===== config.mk =====
export PLATFORM = sky130hd
export DESIGN_NAME = tile_mem_glue
export DESIGN_NICKNAME = d
export VERILOG_FILES = /design/src/verilog/tile_mem_pkg.sv /design/src/verilog/dmem_req_if.sv /design/src/verilog/ptw_req_packer.sv /design/src/verilog/ptw_rdata_picker.sv /design/src/verilog/dmem_port_ctrl.sv /design/src/verilog/refill_event_counter.sv /design/src/verilog/tile_mem_glue.sv
export VERILOG_INCLUDE_DIRS = /design/src /design/src/verilog
export SDC_FILE = /design/constraint.sdc
export NUM_CORES = 1
export LEC_CHECK = 0
export ABC_CLOCK_PERIOD_IN_PS = 4900
export BUFFER_PORTS_ARGS = -buffer_cell sky130_fd_sc_hd__buf_2
export CAP_MARGIN = 5
export CORE_AREA = 10 10 329 331
export CTS_CLUSTER_SIZE = 14
export DETAILED_ROUTE_END_ITERATION = 6
export DIE_AREA = 0 0 339 341
export PLACE_DENSITY = 0.3
export SYNTH_ARGS = -nofsm -noshare
export SYNTH_HDL_FRONTEND = slang
export SYNTH_SLANG_ARGS = --single-unit

===== constraint.sdc =====
create_clock -name clk_i -period 4.9 [get_ports clk_i]
set_input_delay 0.245 -clock clk_i [delete_from_list [all_inputs] [get_ports clk_i]]
set_output_delay 0.245 -clock clk_i [all_outputs]
set_load 0.005 [all_outputs]

===== src/verilog/tile_mem_settings.svh =====
// ----------------------------------------------------------------------
// Widths, lane count, walker command code, refill beat and requester ids
// ----------------------------------------------------------------------

`ifndef TILE_MEM_SETTINGS_SVH
`define TILE_MEM_SETTINGS_SVH

// Memory request line
`define DMEM_ADDR_W      40
`define DMEM_WORD_W      64
`define DMEM_WORDS       2

// Walker and refill encodings
`define PTW_CMD_AMO_OR   5'b01010
`define REFILL_LAST_BEAT 3
`define EVT_CNT_W        16

// Requester ids on the memory port
`define DMEM_TID_PTW     0
`define DMEM_TID_CORE    1

`endif


===== src/verilog/tile_mem_pkg.sv =====
// ----------------------------------------------------------------------
// Vector types and memory operation encoding for the tile memory glue
// ----------------------------------------------------------------------

`include "tile_mem_settings.svh"

package tile_mem_pkg;

    // Address and data
    typedef logic [`DMEM_ADDR_W-1:0]                 dmem_addr_t;
    typedef logic [`DMEM_WORD_W-1:0]                 dmem_word_t;
    typedef logic [`DMEM_WORDS*`DMEM_WORD_W-1:0]     dmem_line_t;
    typedef logic [`DMEM_WORDS*`DMEM_WORD_W/8-1:0]   dmem_be_t;

    // Request attributes
    typedef logic [2:0]                              dmem_size_t;
    typedef logic [0:0]                              dmem_tid_t;
    typedef logic [4:0]                              ptw_cmd_t;

    // Instruction refill and event counting
    typedef logic [1:0]                              refill_beat_t;
    typedef logic [`EVT_CNT_W-1:0]                   evt_cnt_t;

    // Operation on the memory port
    typedef enum logic [1:0] {
        DMEM_LOAD   = 2'd0,
        DMEM_STORE  = 2'd1,
        DMEM_AMO_OR = 2'd2
    } dmem_op_e;

endpackage


===== src/verilog/dmem_req_if.sv =====
// ----------------------------------------------------------------------
// Line-format memory request with valid/ready handshake
// ----------------------------------------------------------------------

interface dmem_req_if;
    import tile_mem_pkg::*;

    logic       valid;
    logic       ready;
    dmem_addr_t addr;
    dmem_op_e   op;
    dmem_size_t size;
    dmem_line_t wdata;
    dmem_be_t   be;
    dmem_tid_t  tid;

    // Requester side
    modport src (
        output valid, addr, op, size, wdata, be, tid,
        input  ready
    );

    // Arbiter side
    modport dst (
        input  valid, addr, op, size, wdata, be, tid,
        output ready
    );

endinterface


===== src/verilog/ptw_req_packer.sv =====
// ----------------------------------------------------------------------
// Walker request packing into a two-word line request
// ----------------------------------------------------------------------

`include "tile_mem_settings.svh"

module ptw_req_packer (
    input  logic                      ptw_req_valid_i,
    output logic                      ptw_req_ready_o,
    input  tile_mem_pkg::dmem_addr_t  ptw_req_addr_i,
    input  tile_mem_pkg::ptw_cmd_t    ptw_req_cmd_i,
    input  tile_mem_pkg::dmem_size_t  ptw_req_typ_i,
    input  tile_mem_pkg::dmem_word_t  ptw_req_data_i,
    dmem_req_if.src                   req
);
    import tile_mem_pkg::*;

    localparam int LANE_W = $clog2(`DMEM_WORDS);
    localparam int BE_W   = `DMEM_WORD_W / 8;

    logic [LANE_W-1:0] lane;
    logic              is_amo;

    // Lane from the word offset, bit 3 upwards
    assign lane   = ptw_req_addr_i[LANE_W+2:3];
    assign is_amo = (ptw_req_cmd_i == `PTW_CMD_AMO_OR);

    assign req.valid = ptw_req_valid_i;
    assign req.addr  = ptw_req_addr_i;
    assign req.op    = is_amo ? DMEM_AMO_OR : DMEM_LOAD;
    assign req.size  = ptw_req_typ_i;
    assign req.tid   = dmem_tid_t'(`DMEM_TID_PTW);

    // Data and byte enables only in the selected lane
    always_comb begin
        req.wdata = '0;
        req.be    = '0;
        req.wdata[lane*`DMEM_WORD_W +: `DMEM_WORD_W] = ptw_req_data_i;
        if (is_amo) begin
            req.be[lane*BE_W +: BE_W] = '1;
        end
    end

    assign ptw_req_ready_o = req.ready;

    // Loads from the walker never write any byte
    be_only_amo_a: assert final (req.be == '0 || ptw_req_cmd_i == `PTW_CMD_AMO_OR)
        else $error("walker byte enables set on a non AMO-OR request");

endmodule


===== src/verilog/ptw_rdata_picker.sv =====
// ----------------------------------------------------------------------
// Walker word offset capture and response word selection
// ----------------------------------------------------------------------

`include "tile_mem_settings.svh"

module ptw_rdata_picker (
    input  logic                      clk_i,
    input  logic                      rst_n_i,
    input  logic                      accept_i,
    input  tile_mem_pkg::dmem_addr_t  addr_i,
    input  tile_mem_pkg::dmem_line_t  rdata_i,
    output tile_mem_pkg::dmem_word_t  word_o
);

    localparam int LANE_W = $clog2(`DMEM_WORDS);

    logic [LANE_W-1:0] offset_q;

    // Offset of the accepted request, kept until the next walker transfer
    always_ff @(posedge clk_i) begin
        if (!rst_n_i) begin
            offset_q <= '0;
        end else if (accept_i) begin
            offset_q <= addr_i[LANE_W+2:3];
        end
    end

    // Core traffic in flight does not disturb the captured offset
    assign word_o = rdata_i[offset_q*`DMEM_WORD_W +: `DMEM_WORD_W];

endmodule


===== src/verilog/dmem_port_ctrl.sv =====
// ----------------------------------------------------------------------
// Memory port arbiter: grant, outstanding tracking, response routing
// ----------------------------------------------------------------------

`include "tile_mem_settings.svh"

module dmem_port_ctrl (
    input  logic                      clk_i,
    input  logic                      rst_n_i,
    dmem_req_if.dst                   ptw,
    input  logic                      core_req_valid_i,
    output logic                      core_req_ready_o,
    input  tile_mem_pkg::dmem_addr_t  core_req_addr_i,
    input  tile_mem_pkg::dmem_op_e    core_req_op_i,
    input  tile_mem_pkg::dmem_size_t  core_req_size_i,
    input  tile_mem_pkg::dmem_line_t  core_req_wdata_i,
    input  tile_mem_pkg::dmem_be_t    core_req_be_i,
    output logic                      dmem_req_valid_o,
    input  logic                      dmem_req_ready_i,
    output tile_mem_pkg::dmem_addr_t  dmem_req_addr_o,
    output tile_mem_pkg::dmem_op_e    dmem_req_op_o,
    output tile_mem_pkg::dmem_size_t  dmem_req_size_o,
    output tile_mem_pkg::dmem_line_t  dmem_req_wdata_o,
    output tile_mem_pkg::dmem_be_t    dmem_req_be_o,
    output tile_mem_pkg::dmem_tid_t   dmem_req_tid_o,
    input  logic                      dmem_rsp_valid_i,
    input  tile_mem_pkg::dmem_tid_t   dmem_rsp_tid_i,
    output logic                      ptw_rsp_valid_o,
    output logic                      core_rsp_valid_o,
    output logic                      ptw_accept_o
);
    import tile_mem_pkg::*;

    logic ptw_outst_q;
    logic core_outst_q;
    logic lock_q;
    logic lock_core_q;
    logic gnt_ptw;
    logic gnt_core;
    logic ptw_xfer;
    logic core_xfer;
    logic rsp_is_ptw;

    // ------------------------------------------------------------------
    // Grant
    // ------------------------------------------------------------------

    // Walker first; a held request keeps the port until it transfers
    always_comb begin
        if (lock_q) begin
            gnt_ptw  = !lock_core_q;
            gnt_core = lock_core_q;
        end else begin
            gnt_ptw  = ptw.valid && !ptw_outst_q;
            gnt_core = !gnt_ptw && core_req_valid_i && !core_outst_q;
        end
    end

    assign ptw.ready        = dmem_req_ready_i && gnt_ptw;
    assign core_req_ready_o = dmem_req_ready_i && gnt_core;

    assign ptw_xfer     = ptw.valid && ptw.ready;
    assign core_xfer    = core_req_valid_i && core_req_ready_o;
    assign ptw_accept_o = ptw_xfer;

    // ------------------------------------------------------------------
    // Request mux
    // ------------------------------------------------------------------

    assign dmem_req_valid_o = (gnt_ptw && ptw.valid) || (gnt_core && core_req_valid_i);
    assign dmem_req_addr_o  = gnt_core ? core_req_addr_i  : ptw.addr;
    assign dmem_req_op_o    = gnt_core ? core_req_op_i    : ptw.op;
    assign dmem_req_size_o  = gnt_core ? core_req_size_i  : ptw.size;
    assign dmem_req_wdata_o = gnt_core ? core_req_wdata_i : ptw.wdata;
    assign dmem_req_be_o    = gnt_core ? core_req_be_i    : ptw.be;
    assign dmem_req_tid_o   = gnt_core ? dmem_tid_t'(`DMEM_TID_CORE) : ptw.tid;

    // ------------------------------------------------------------------
    // Responses and outstanding flags
    // ------------------------------------------------------------------

    assign rsp_is_ptw       = (dmem_rsp_tid_i == dmem_tid_t'(`DMEM_TID_PTW));
    assign ptw_rsp_valid_o  = dmem_rsp_valid_i && rsp_is_ptw;
    assign core_rsp_valid_o = dmem_rsp_valid_i && !rsp_is_ptw;

    always_ff @(posedge clk_i) begin
        if (!rst_n_i) begin
            ptw_outst_q  <= 1'b0;
            core_outst_q <= 1'b0;
            lock_q       <= 1'b0;
            lock_core_q  <= 1'b0;
        end else begin
            ptw_outst_q  <= (ptw_outst_q && !ptw_rsp_valid_o) || ptw_xfer;
            core_outst_q <= (core_outst_q && !core_rsp_valid_o) || core_xfer;
            // Stalled by memory
            lock_q       <= dmem_req_valid_o && !dmem_req_ready_i;
            lock_core_q  <= gnt_core;
        end
    end

    rsp_has_owner_a: assert property (@(posedge clk_i) disable iff (!rst_n_i)
        dmem_rsp_valid_i |-> (rsp_is_ptw ? ptw_outst_q : core_outst_q))
        else $error("memory response without an outstanding request");

    req_stable_a: assert property (@(posedge clk_i) disable iff (!rst_n_i)
        dmem_req_valid_o && !dmem_req_ready_i |=> dmem_req_valid_o &&
        $stable({dmem_req_addr_o, dmem_req_op_o, dmem_req_size_o,
                 dmem_req_wdata_o, dmem_req_be_o, dmem_req_tid_o}))
        else $error("memory request changed while stalled");

endmodule


===== src/verilog/refill_event_counter.sv =====
// ----------------------------------------------------------------------
// Refill acknowledge decode and saturating refill event counters
// ----------------------------------------------------------------------

`include "tile_mem_settings.svh"

module refill_event_counter (
    input  logic                        clk_i,
    input  logic                        rst_n_i,
    input  logic                        grant_valid_i,
    input  tile_mem_pkg::refill_beat_t  grant_beat_i,
    input  logic                        l2_hit_i,
    output tile_mem_pkg::evt_cnt_t      refill_count_o,
    output tile_mem_pkg::evt_cnt_t      refill_l2_hit_count_o
);
    import tile_mem_pkg::*;

    logic refill_ack;

    // Holds at all ones
    function automatic evt_cnt_t sat_inc(evt_cnt_t cnt, logic en);
        if (en && cnt != '1) begin
            return cnt + 1'b1;
        end
        return cnt;
    endfunction

    // Last beat of a grant closes the refill
    assign refill_ack = grant_valid_i &&
                        (grant_beat_i == refill_beat_t'(`REFILL_LAST_BEAT));

    always_ff @(posedge clk_i) begin
        if (!rst_n_i) begin
            refill_count_o        <= '0;
            refill_l2_hit_count_o <= '0;
        end else begin
            refill_count_o        <= sat_inc(refill_count_o, refill_ack);
            refill_l2_hit_count_o <= sat_inc(refill_l2_hit_count_o, refill_ack && l2_hit_i);
        end
    end

endmodule


===== src/verilog/tile_mem_glue.sv =====
// ----------------------------------------------------------------------
// Tile memory glue: walker and core onto one data memory port,
// plus instruction refill event counters
// ----------------------------------------------------------------------

module tile_mem_glue (
    input  logic                        clk_i,
    input  logic                        rst_n_i,

    // Page-table walker
    input  logic                        ptw_req_valid_i,
    output logic                        ptw_req_ready_o,
    input  tile_mem_pkg::dmem_addr_t    ptw_req_addr_i,
    input  tile_mem_pkg::ptw_cmd_t      ptw_req_cmd_i,
    input  tile_mem_pkg::dmem_size_t    ptw_req_typ_i,
    input  tile_mem_pkg::dmem_word_t    ptw_req_data_i,
    output logic                        ptw_rsp_valid_o,
    output tile_mem_pkg::dmem_word_t    ptw_rsp_data_o,

    // Core, already in line format
    input  logic                        core_req_valid_i,
    output logic                        core_req_ready_o,
    input  tile_mem_pkg::dmem_addr_t    core_req_addr_i,
    input  tile_mem_pkg::dmem_op_e      core_req_op_i,
    input  tile_mem_pkg::dmem_size_t    core_req_size_i,
    input  tile_mem_pkg::dmem_line_t    core_req_wdata_i,
    input  tile_mem_pkg::dmem_be_t      core_req_be_i,
    output logic                        core_rsp_valid_o,
    output tile_mem_pkg::dmem_line_t    core_rsp_rdata_o,

    // Data memory port
    output logic                        dmem_req_valid_o,
    input  logic                        dmem_req_ready_i,
    output tile_mem_pkg::dmem_addr_t    dmem_req_addr_o,
    output tile_mem_pkg::dmem_op_e      dmem_req_op_o,
    output tile_mem_pkg::dmem_size_t    dmem_req_size_o,
    output tile_mem_pkg::dmem_line_t    dmem_req_wdata_o,
    output tile_mem_pkg::dmem_be_t      dmem_req_be_o,
    output tile_mem_pkg::dmem_tid_t     dmem_req_tid_o,
    input  logic                        dmem_rsp_valid_i,
    input  tile_mem_pkg::dmem_tid_t     dmem_rsp_tid_i,
    input  tile_mem_pkg::dmem_line_t    dmem_rsp_rdata_i,

    // Instruction refill grant from L2
    input  logic                        grant_valid_i,
    input  tile_mem_pkg::refill_beat_t  grant_beat_i,
    input  logic                        l2_hit_i,
    output tile_mem_pkg::evt_cnt_t      refill_count_o,
    output tile_mem_pkg::evt_cnt_t      refill_l2_hit_count_o
);

    logic ptw_accept;

    dmem_req_if ptw_req_if ();

    ptw_req_packer ptw_req_packer_i (
        .ptw_req_valid_i ( ptw_req_valid_i ),
        .ptw_req_ready_o ( ptw_req_ready_o ),
        .ptw_req_addr_i  ( ptw_req_addr_i  ),
        .ptw_req_cmd_i   ( ptw_req_cmd_i   ),
        .ptw_req_typ_i   ( ptw_req_typ_i   ),
        .ptw_req_data_i  ( ptw_req_data_i  ),
        .req             ( ptw_req_if.src  )
    );

    // Walker word from the returned line
    ptw_rdata_picker ptw_rdata_picker_i (
        .clk_i    ( clk_i            ),
        .rst_n_i  ( rst_n_i          ),
        .accept_i ( ptw_accept       ),
        .addr_i   ( ptw_req_addr_i   ),
        .rdata_i  ( dmem_rsp_rdata_i ),
        .word_o   ( ptw_rsp_data_o   )
    );

    dmem_port_ctrl dmem_port_ctrl_i (
        .clk_i            ( clk_i            ),
        .rst_n_i          ( rst_n_i          ),
        .ptw              ( ptw_req_if.dst   ),
        .core_req_valid_i ( core_req_valid_i ),
        .core_req_ready_o ( core_req_ready_o ),
        .core_req_addr_i  ( core_req_addr_i  ),
        .core_req_op_i    ( core_req_op_i    ),
        .core_req_size_i  ( core_req_size_i  ),
        .core_req_wdata_i ( core_req_wdata_i ),
        .core_req_be_i    ( core_req_be_i    ),
        .dmem_req_valid_o ( dmem_req_valid_o ),
        .dmem_req_ready_i ( dmem_req_ready_i ),
        .dmem_req_addr_o  ( dmem_req_addr_o  ),
        .dmem_req_op_o    ( dmem_req_op_o    ),
        .dmem_req_size_o  ( dmem_req_size_o  ),
        .dmem_req_wdata_o ( dmem_req_wdata_o ),
        .dmem_req_be_o    ( dmem_req_be_o    ),
        .dmem_req_tid_o   ( dmem_req_tid_o   ),
        .dmem_rsp_valid_i ( dmem_rsp_valid_i ),
        .dmem_rsp_tid_i   ( dmem_rsp_tid_i   ),
        .ptw_rsp_valid_o  ( ptw_rsp_valid_o  ),
        .core_rsp_valid_o ( core_rsp_valid_o ),
        .ptw_accept_o     ( ptw_accept       )
    );

    // Core takes the whole line
    assign core_rsp_rdata_o = dmem_rsp_rdata_i;

    refill_event_counter refill_event_counter_i (
        .clk_i                 ( clk_i                 ),
        .rst_n_i               ( rst_n_i               ),
        .grant_valid_i         ( grant_valid_i         ),
        .grant_beat_i          ( grant_beat_i          ),
        .l2_hit_i              ( l2_hit_i              ),
        .refill_count_o        ( refill_count_o        ),
        .refill_l2_hit_count_o ( refill_l2_hit_count_o )
    );

endmodule


==> reports/qor.yml, run 1 <==
status:
  status: "complete, no violations"
clock_network:
  clk_path_buf_depth: 2
  postCtsResizedCells: 0
  cts_setup_buffers: 0
  cts-root-buf: "clkbuf_16"
  htreeDepth: 2
  cts_tree: "done"
  cts_sinks: 37
  clk_latency_ns: 0.29
  path_clk_slew_ns: 0.06
  cts_hold_buf: 0
  cts_buffers: 5
die:
  rows: 117
  die_h_um: 341
  die_x_um: 339
  fp.coreArea_mm2: 0.1014
  io_pins: 859
  initial_core_util_pct: 6.247
  dieArea_mm2: 0.1156
power:
  p_leak_nw: 5.936
  vdd_drop_max_mv: 0.1066
  p_per_area_mw_per_mm2: 142.8
final_layout:
  multi_input_area_mm2: 0.004329
  fin_util_pct: 11.21
  fill_cells: 12123
  area_growth_pct: 79.41
  drive_above_1_share_pct: 55.30
  fin_area_mm2: 0.01137
  seq_area_um2: 744.5
  nets: 2157
logic_synthesis:
  synth-seq-cells: 37
  syn-mean-instance-area_um2: 6.105
  ys_seq_area_share_pct: 11.69
  synth.area.top_cells: "nand2_1 22%, buf_4 15%, dfxtp_1 12%"
  synthFlopType: "dfxtp_1"
  async_flop_share_pct: 0
  synth_adder_area_share_pct: 0.3949
  synth-compound-area-share_pct: 10.60
  synth_area_leader_cell: "nand2_1"
  yosysTopAreaCellShare_pct: 22.09
  synth.net_count: 1480
  yosys_warnings: 0
  synth_cells: 1038
  netlist_top_cells_count: "373 x nand2_1, 128 x buf_4, 81 x nand2b_1, 77 x nand3_1, 72 x o21ai_0"
  synth-xor-area-share_pct: 0
  synthMuxAreaShare_pct: 14.06
  synth_most_common_cell: "nand2_1"
  synth_top_family_by_area: "simple AND/OR/NAND/NOR gates"
  syn_area_mm2: 0.006337
  synth-simple-area-share_pct: 42.96
  synth_edf_count: 0
  ys_types: 45
timing:
  timing_hold_violations_final: 0
  timing.final.crit_share_pct: 64.79
  relSlewSlack_pct: 38.51
  finalCriticalPeriod_ns: 3.175
  fmax_ghz: 0.3150
  clock_skew_ns: 0.005825
  grt_setup_unrepaired: "false"
  fin_setup_tns_ns: 0
  tightest_slew_ns: 0.9224
  finalMaxSlewViolations: 0
  finalSetupViolCount: 0
place:
  dp_hpwl_mm: 67.17
  placed_area_mm2: 0.01120
  gp_congestion: 0.8266
  io_buffers: 858
detailed_routing:
  drtIter0Drc: 295
  avgViaCountPerCell: 3.165
  drtPass1Iterations: 4
  num_vias: 9795
  finalWirelength_mm: 73.15
  ant_nets: 0
  drc_errors: 0
  post_drt_wl_per_cell_um: 23.64
hold_path:
  min_path_cells: 2
  min_from: "dmem_req_ready_i"
  hp-class: "in -> reg"
  hold_end: "dmem_port_ctrl_i.lock_q"
grt:
  gr-usage-all-layers_pct: 11.69
  grt-ovfl-total: 0
  grt_antenna_before_repair: 60
  grt_max_degree: 155
  grt_pass1_vias: 10261
  grt_first_pass_wirelength_mm: 93.49
worst_setup_path:
  worstPathRequired_ns: 4.66
  r2r_start: "refill_event_counter_i.refill_l2_hit_count_o[5]"
  path_max_fanout: 154
  rr_worst_depth: 4
  startpoint_type: "flip-flop"
  rr_endpoint: "refill_event_counter_i.refill_l2_hit_count_o[1]"
  end_kind: "primary output"
  worstPathArrival_ns: 2.93
  rrSetupSlack_ns: 2.99
  path_class: "reg -> out"
flow_run:
  maxCapViolCount: 0
## flip-flops by register name, summed over array words and instances (netlist names)
name / flops
refill_event_counter_i.refill_count_o: 16
refill_event_counter_i.refill_l2_hit_count_o: 16
dmem_port_ctrl_i.core_outst_q: 1
dmem_port_ctrl_i.lock_core_q: 1
dmem_port_ctrl_i.lock_q: 1
dmem_port_ctrl_i.ptw_outst_q: 1
ptw_rdata_picker_i.offset_q: 1
## stage by stage
| stage | setup slack [ns] | power (mW) | std cells | hold WS, ns |
|---|---|---|---|---|
| final | 1.725 | 1.623 | 3095 | 0.1829 |
| after global routing | 1.475 | 1.752 | 3089 | 0.2120 |
| after CTS | 1.632 | 1.670 | 3084 | 0.1837 |
| after detailed placement | 1.966 | 1.327 | 3076 | 0.4776 |
| after global placement | 2.005 | 1.335 | 3076 | 0.4797 |
| after floorplan | 3.188 | 0.7303 | 1038 | 0.3211 |
## metal layers
metal	track usage, %	share of wire [%]	vias to the layer above
li1	-	-	4674
met1	13.06	39	4388
met2	20.05	47	603
met3	5.089	11	104
met4	3.163	3.2	26
met5	0.2082	0.25	-
## final cells by class
cell class	instances	area share, %
diodes	11	0.2421
clock buffers	6	1.133
clock inverters	2	0.1321
inverters	11	0.4292
multi-input cells	793	38.08
flip-flops and latches	37	6.548
well taps	1368	15.05
repair buffers	867	38.38
## critical path, cell delays in order (launching register included)
cell and delay, ns:
dfxtp_1 0.42, nor2_1 0.11, a32oi_4 0.43, inv_8 0.31, buf_4 0.40, nor3_2 0.52
a21o_1 0.15, buf_2 0.12
## where the power goes
part | switching [mW] | internal [mW] | total [mW] | leakage [nW]
combinational | 0.560 | 0.418 | 0.979 | 5.57
sequential | 0.00888 | 0.304 | 0.313 | 0.300
clock | 0.143 | 0.189 | 0.332 | 0.0632
## cells in the final DEF, fill, tap and decap left out, types with 2 or more instances in the layout
cell        Yosys  routed
or3_1           6       6
nand4_2         2       2
buf_4         128      10
nor4_1          8       8
and2_1          2       2
nor2_1          9       9
and3_1          6       6
nand4_1         4       4
buf_2          20     857
nand3_1        77      77
mux2_2         64      64
nor3b_1         2       2
mux2i_1        17      17
a31oi_1         3       3
nand2b_1       81      81
nor4b_1         2       2
o211ai_1        2       2
clkbuf_16       0       5
inv_1          10       9
o21ai_0        72      72
nor3_1          8       8
nor2b_1         3       3
or4_1           5       5
dfxtp_1        37      36
a21o_1          8       8
diode_2         0      11
ha_1            2       2
nand2_1       373     373
a211oi_1        3       3
o211a_1         2       2
a21oi_1        15      15
clkinvlp_4      0       2
o31ai_1         4       4
## cells by family (layout without fill, tap and decap cells)
family	count (synthesis)	in the layout
flops	37	37
simple gates	594	594
buf+inv	208	886
compound gates	116	116
other cells	0	11
mux	81	81
fa+ha+maj	2	2
## worst max-delay path by stage
stage	from	end
floorplan	refill_event_counter_i.refill_l2_hit_count_o[0]	refill_event_counter_i.refill_l2_hit_count_o[8]
global placement	dmem_port_ctrl_i.lock_q	dmem_req_wdata_o[62]
detailed placement	dmem_port_ctrl_i.lock_q	dmem_req_wdata_o[62]
CTS	dmem_port_ctrl_i.lock_q	dmem_req_wdata_o[62]
global route	dmem_port_ctrl_i.lock_q	dmem_req_be_o[3]
finish	dmem_port_ctrl_i.lock_q	dmem_req_be_o[3]
(Power assumes the default switching activity.)
==> run 2, diff against run 1 <==
--- a/config.mk
+++ b/config.mk
@@ -6,13 +6,13 @@
 export SDC_FILE = /design/constraint.sdc
 export NUM_CORES = 1
 export LEC_CHECK = 0
-export ABC_CLOCK_PERIOD_IN_PS = 4900
+export ABC_CLOCK_PERIOD_IN_PS = 3000
 export BUFFER_PORTS_ARGS = -buffer_cell sky130_fd_sc_hd__buf_2
 export CAP_MARGIN = 5
-export CORE_AREA = 10 10 329 331
+export CORE_AREA = 10 10 324 326
 export CTS_CLUSTER_SIZE = 14
 export DETAILED_ROUTE_END_ITERATION = 6
-export DIE_AREA = 0 0 339 341
+export DIE_AREA = 0 0 334 336
 export PLACE_DENSITY = 0.3
 export SYNTH_ARGS = -nofsm -noshare
 export SYNTH_HDL_FRONTEND = slang
==> constraint.sdc (replaced) <==
create_clock -name clk_i -period 3 [get_ports clk_i]
set_input_delay 0.15 -clock clk_i [delete_from_list [all_inputs] [get_ports clk_i]]
set_output_delay 0.15 -clock clk_i [all_outputs]
set_load 0.005 [all_outputs]
==> reports/qor.yml, run 2 (synthesized netlist as in run 1, its figures left out) <==
final_layout:
  instances_no_fill: 3035  # was 3095
  area_growth_pct: 81.15  # was 79.41%
  fill_cells: 11714  # was 12123
  multi_input_area_mm2: 0.004329  # unchanged
  nets: 2177  # was 2157
  mostFrequentLayoutCell: "buf_2"  # unchanged
  seq_area_um2: 744.5  # unchanged
  final_cell_mix: "857 x buf_2, 373 x nand2_1, 81 x nand2b_1, 77 x nand3_1, 72 x o21ai_0"  # unchanged
  drive_above_1_share_pct: 55.88  # was 55.30%
  fin_util_pct: 11.70  # was 11.21%
  largestRegisters: "refill_event_counter_i.refill_count_o (16), refill_event_counter_i.refill_l2_hit_count_o (16)"  # unchanged
power:
  clockPowerShare_pct: 20.3  # was 20.4%
  vdd_drop_max_mv: 0.2040  # was 0.1066 mV
  switchingPower_mw: 1.227  # was 0.7121 mW
  p_leak_nw: 6.069  # was 5.936 nW
  swShare_pct: 44.23  # was 43.87%
  finalPower_mw: 2.775  # was 1.623 mW
  seq_power_share_pct: 18.5  # was 19.3%
  p_per_area_mw_per_mm2: 241.7  # was 142.8 mW/mm²
  combPwrFrac_pct: 61.2  # was 60.3%
  p_int_mw: 1.548  # was 0.9110 mW
place:
  io_buffers: 858  # unchanged
  dp_hpwl_mm: 72.00  # was 67.17 mm
  gp_congestion: 0.8890  # was 0.8266
  place_inst: 3015  # was 3076
grt:
  grt_pass1_vias: 10150  # was 10261
  gr-usage-all-layers_pct: 12.81  # was 11.69%
  grt_antenna_before_repair: 93  # was 60
  grt-ovfl-total: 0  # unchanged
  grt_first_pass_wirelength_mm: 97.15  # was 93.49 mm
  grt_max_degree: 91  # was 155
timing:
  fmax_ghz: 0.3960
  clock_skew_ns: 0.01018  # was 0.005825 ns
  finalCriticalPeriod_ns: 2.525
  fin_setup_tns_ns: 0  # unchanged
  finalSetupViolCount: 0  # unchanged
  relSlewSlack_pct: 53.99  # was 38.51%
  grt_setup_unrepaired: "false"  # unchanged
  timing_hold_violations_final: 0  # unchanged
  finalMaxSlewViolations: 0  # unchanged
  tightest_slew_ns: 0.6902  # was 0.9224 ns
  timing.final.crit_share_pct: 84.17
worst_setup_path:
  path_buf_inv: 4  # was 3
  path_class: "reg -> out"  # unchanged
  rr_worst_depth: 5  # was 4
  rrSetupSlack_ns: 1.08  # was 2.99 ns
  slowest_stage: "buf_4"  # was nor3_2
  r2r_start: "refill_event_counter_i.refill_count_o[7]"  # was refill_event_counter_i.refill_l2_hit_count_o[5]
  crit_chain: "nor2_1 -> a32oi_4 -> buf_4 -> inv_8 -> buf_4 -> nand2_1 -> o21ai_0 -> buf_2"  # was nor2_1 -> a32oi_4 -> inv_8 -> buf_4 -> nor3_2 -> a21o_1 -> buf_2
  critPathMostFrequentCell: "buf_4"
  worstPathRequired_ns: 2.85  # was 4.66 ns
  end_kind: "primary output"  # unchanged
  max_stage_delay_ns: 0.37  # was 0.52 ns
  startpoint_type: "flip-flop"  # unchanged
  crit_family: "buffers and inverters"  # unchanged
  path_max_fanout: 79  # was 154
  rr_endpoint: "refill_event_counter_i.refill_count_o[1]"  # was refill_event_counter_i.refill_l2_hit_count_o[1]
  worstPathArrival_ns: 2.38  # was 2.93 ns
clock_network:
  cts_tree: "done"  # unchanged
  cts-root-buf: "clkbuf_16"  # unchanged
  htreeDepth: 2  # unchanged
  clk_path_buf_depth: 2  # unchanged
  cts_hold_buf: 0  # unchanged
  path_clk_slew_ns: 0.06  # about the same
  postCtsResizedCells: 0  # unchanged
  cts_sinks: 37  # unchanged
  clk_latency_ns: 0.29  # about the same
  cts_setup_buffers: 0  # unchanged
  cts_buffers: 5  # unchanged
flow_run:
  maxCapViolCount: 0  # unchanged
detailed_routing:
  post_drt_wl_per_cell_um: 25.75  # was 23.64 µm
  num_vias: 9980  # was 9795
  drtIter0Drc: 399  # was 295
  drc_errors: 0  # unchanged
  avgViaCountPerCell: 3.288  # was 3.165
  drtPass1Iterations: 5  # was 4
  finalWirelength_mm: 78.16  # was 73.15 mm
  ant_nets: 0  # unchanged
die:
  die_h_um: 336  # was 341 µm
  initial_core_util_pct: 6.458  # was 6.247%
  rows: 115  # was 117
  io_pins: 859  # unchanged
  dieArea_mm2: 0.1122  # was 0.1156 mm²
  fp.coreArea_mm2: 0.09813  # was 0.1014 mm²
  die_x_um: 334  # was 339 µm
status:
  status: "complete, no violations"  # unchanged
hold_path:
  min_from: "core_req_valid_i"  # was dmem_req_ready_i
  min_path_cells: 3  # was 2
  hp-class: "in -> reg"  # unchanged
  hold_end: "dmem_port_ctrl_i.core_outst_q"  # was dmem_port_ctrl_i.lock_q
run 2: metrics by stage:
stage	cell area, µm²	hold WS, ns	setup WS (ns)
after floorplan	6337	0.2261	1.288
after global placement	11300	0.4801	0.7787
after detailed placement	11300	0.4808	0.7548
after CTS	11450	0.1989	0.4245
after global routing	11460	0.2016	0.2435
final	11480	0.1920	0.4749
run 2: area by class of cell:
type / instances / share of cell area (%)
well taps: 1287 / 14.03
flip-flops and latches: 37 / 6.485
diodes: 12 / 0.2616
clock inverters: 2 / 0.1199
clock buffers: 6 / 1.210
repair buffers: 887 / 39.76
multi-input cells: 793 / 37.71
inverters: 11 / 0.4251
run 2: how the worst max path moves through the flow:
stage | startpoint | endpoint | slack (ns) | cells past startpoint
global placement | dmem_port_ctrl_i.lock_q | dmem_req_wdata_o[49] | 0.78 | 8
CTS | dmem_port_ctrl_i.lock_q | dmem_req_wdata_o[49] | 0.42 | 8
floorplan | refill_event_counter_i.refill_l2_hit_count_o[0] | refill_event_counter_i.refill_l2_hit_count_o[8] | 1.29 | 6
detailed placement | dmem_port_ctrl_i.lock_q | dmem_req_wdata_o[49] | 0.75 | 8
global route | dmem_port_ctrl_i.lock_q | dmem_req_wdata_o[49] | 0.24 | 8
finish | dmem_port_ctrl_i.lock_q | dmem_req_wdata_o[49] | 0.47 | 8
run 2: routing by layer:
metal  part of all wire (%)  vias to the layer above  GRT usage, %
met3                     11                      112         5.827
li1                       -                     4715             -
met5                   0.29                        -             0
met2                     48                      691         22.25
met4                    2.5                       38         2.699
met1                     38                     4424         14.23
run 2: worst register-to-register path: cells and delay by family (launching register included):
kind                   cells  cell delay (ns)
and+or+nand+nor            2             0.82
DFF                        1             0.46
buffers and inverters      1             0.26
muxes                      1             0.14
AOI/OAI and AO/OA          1             0.13
run 2: power groups by stage:
| stage | clock, mW | sequential [mW] | combinational [mW] |
|---|---|---|---|
| finish | 0.563 | 0.514 | 1.70 |
| global route | 0.612 | 0.516 | 1.86 |
| CTS | 0.586 | 0.515 | 1.76 |
| detailed placement | 0 | 0.526 | 1.75 |
| global placement | 0 | 0.527 | 1.77 |
| floorplan | 0 | 0.512 | 0.681 |
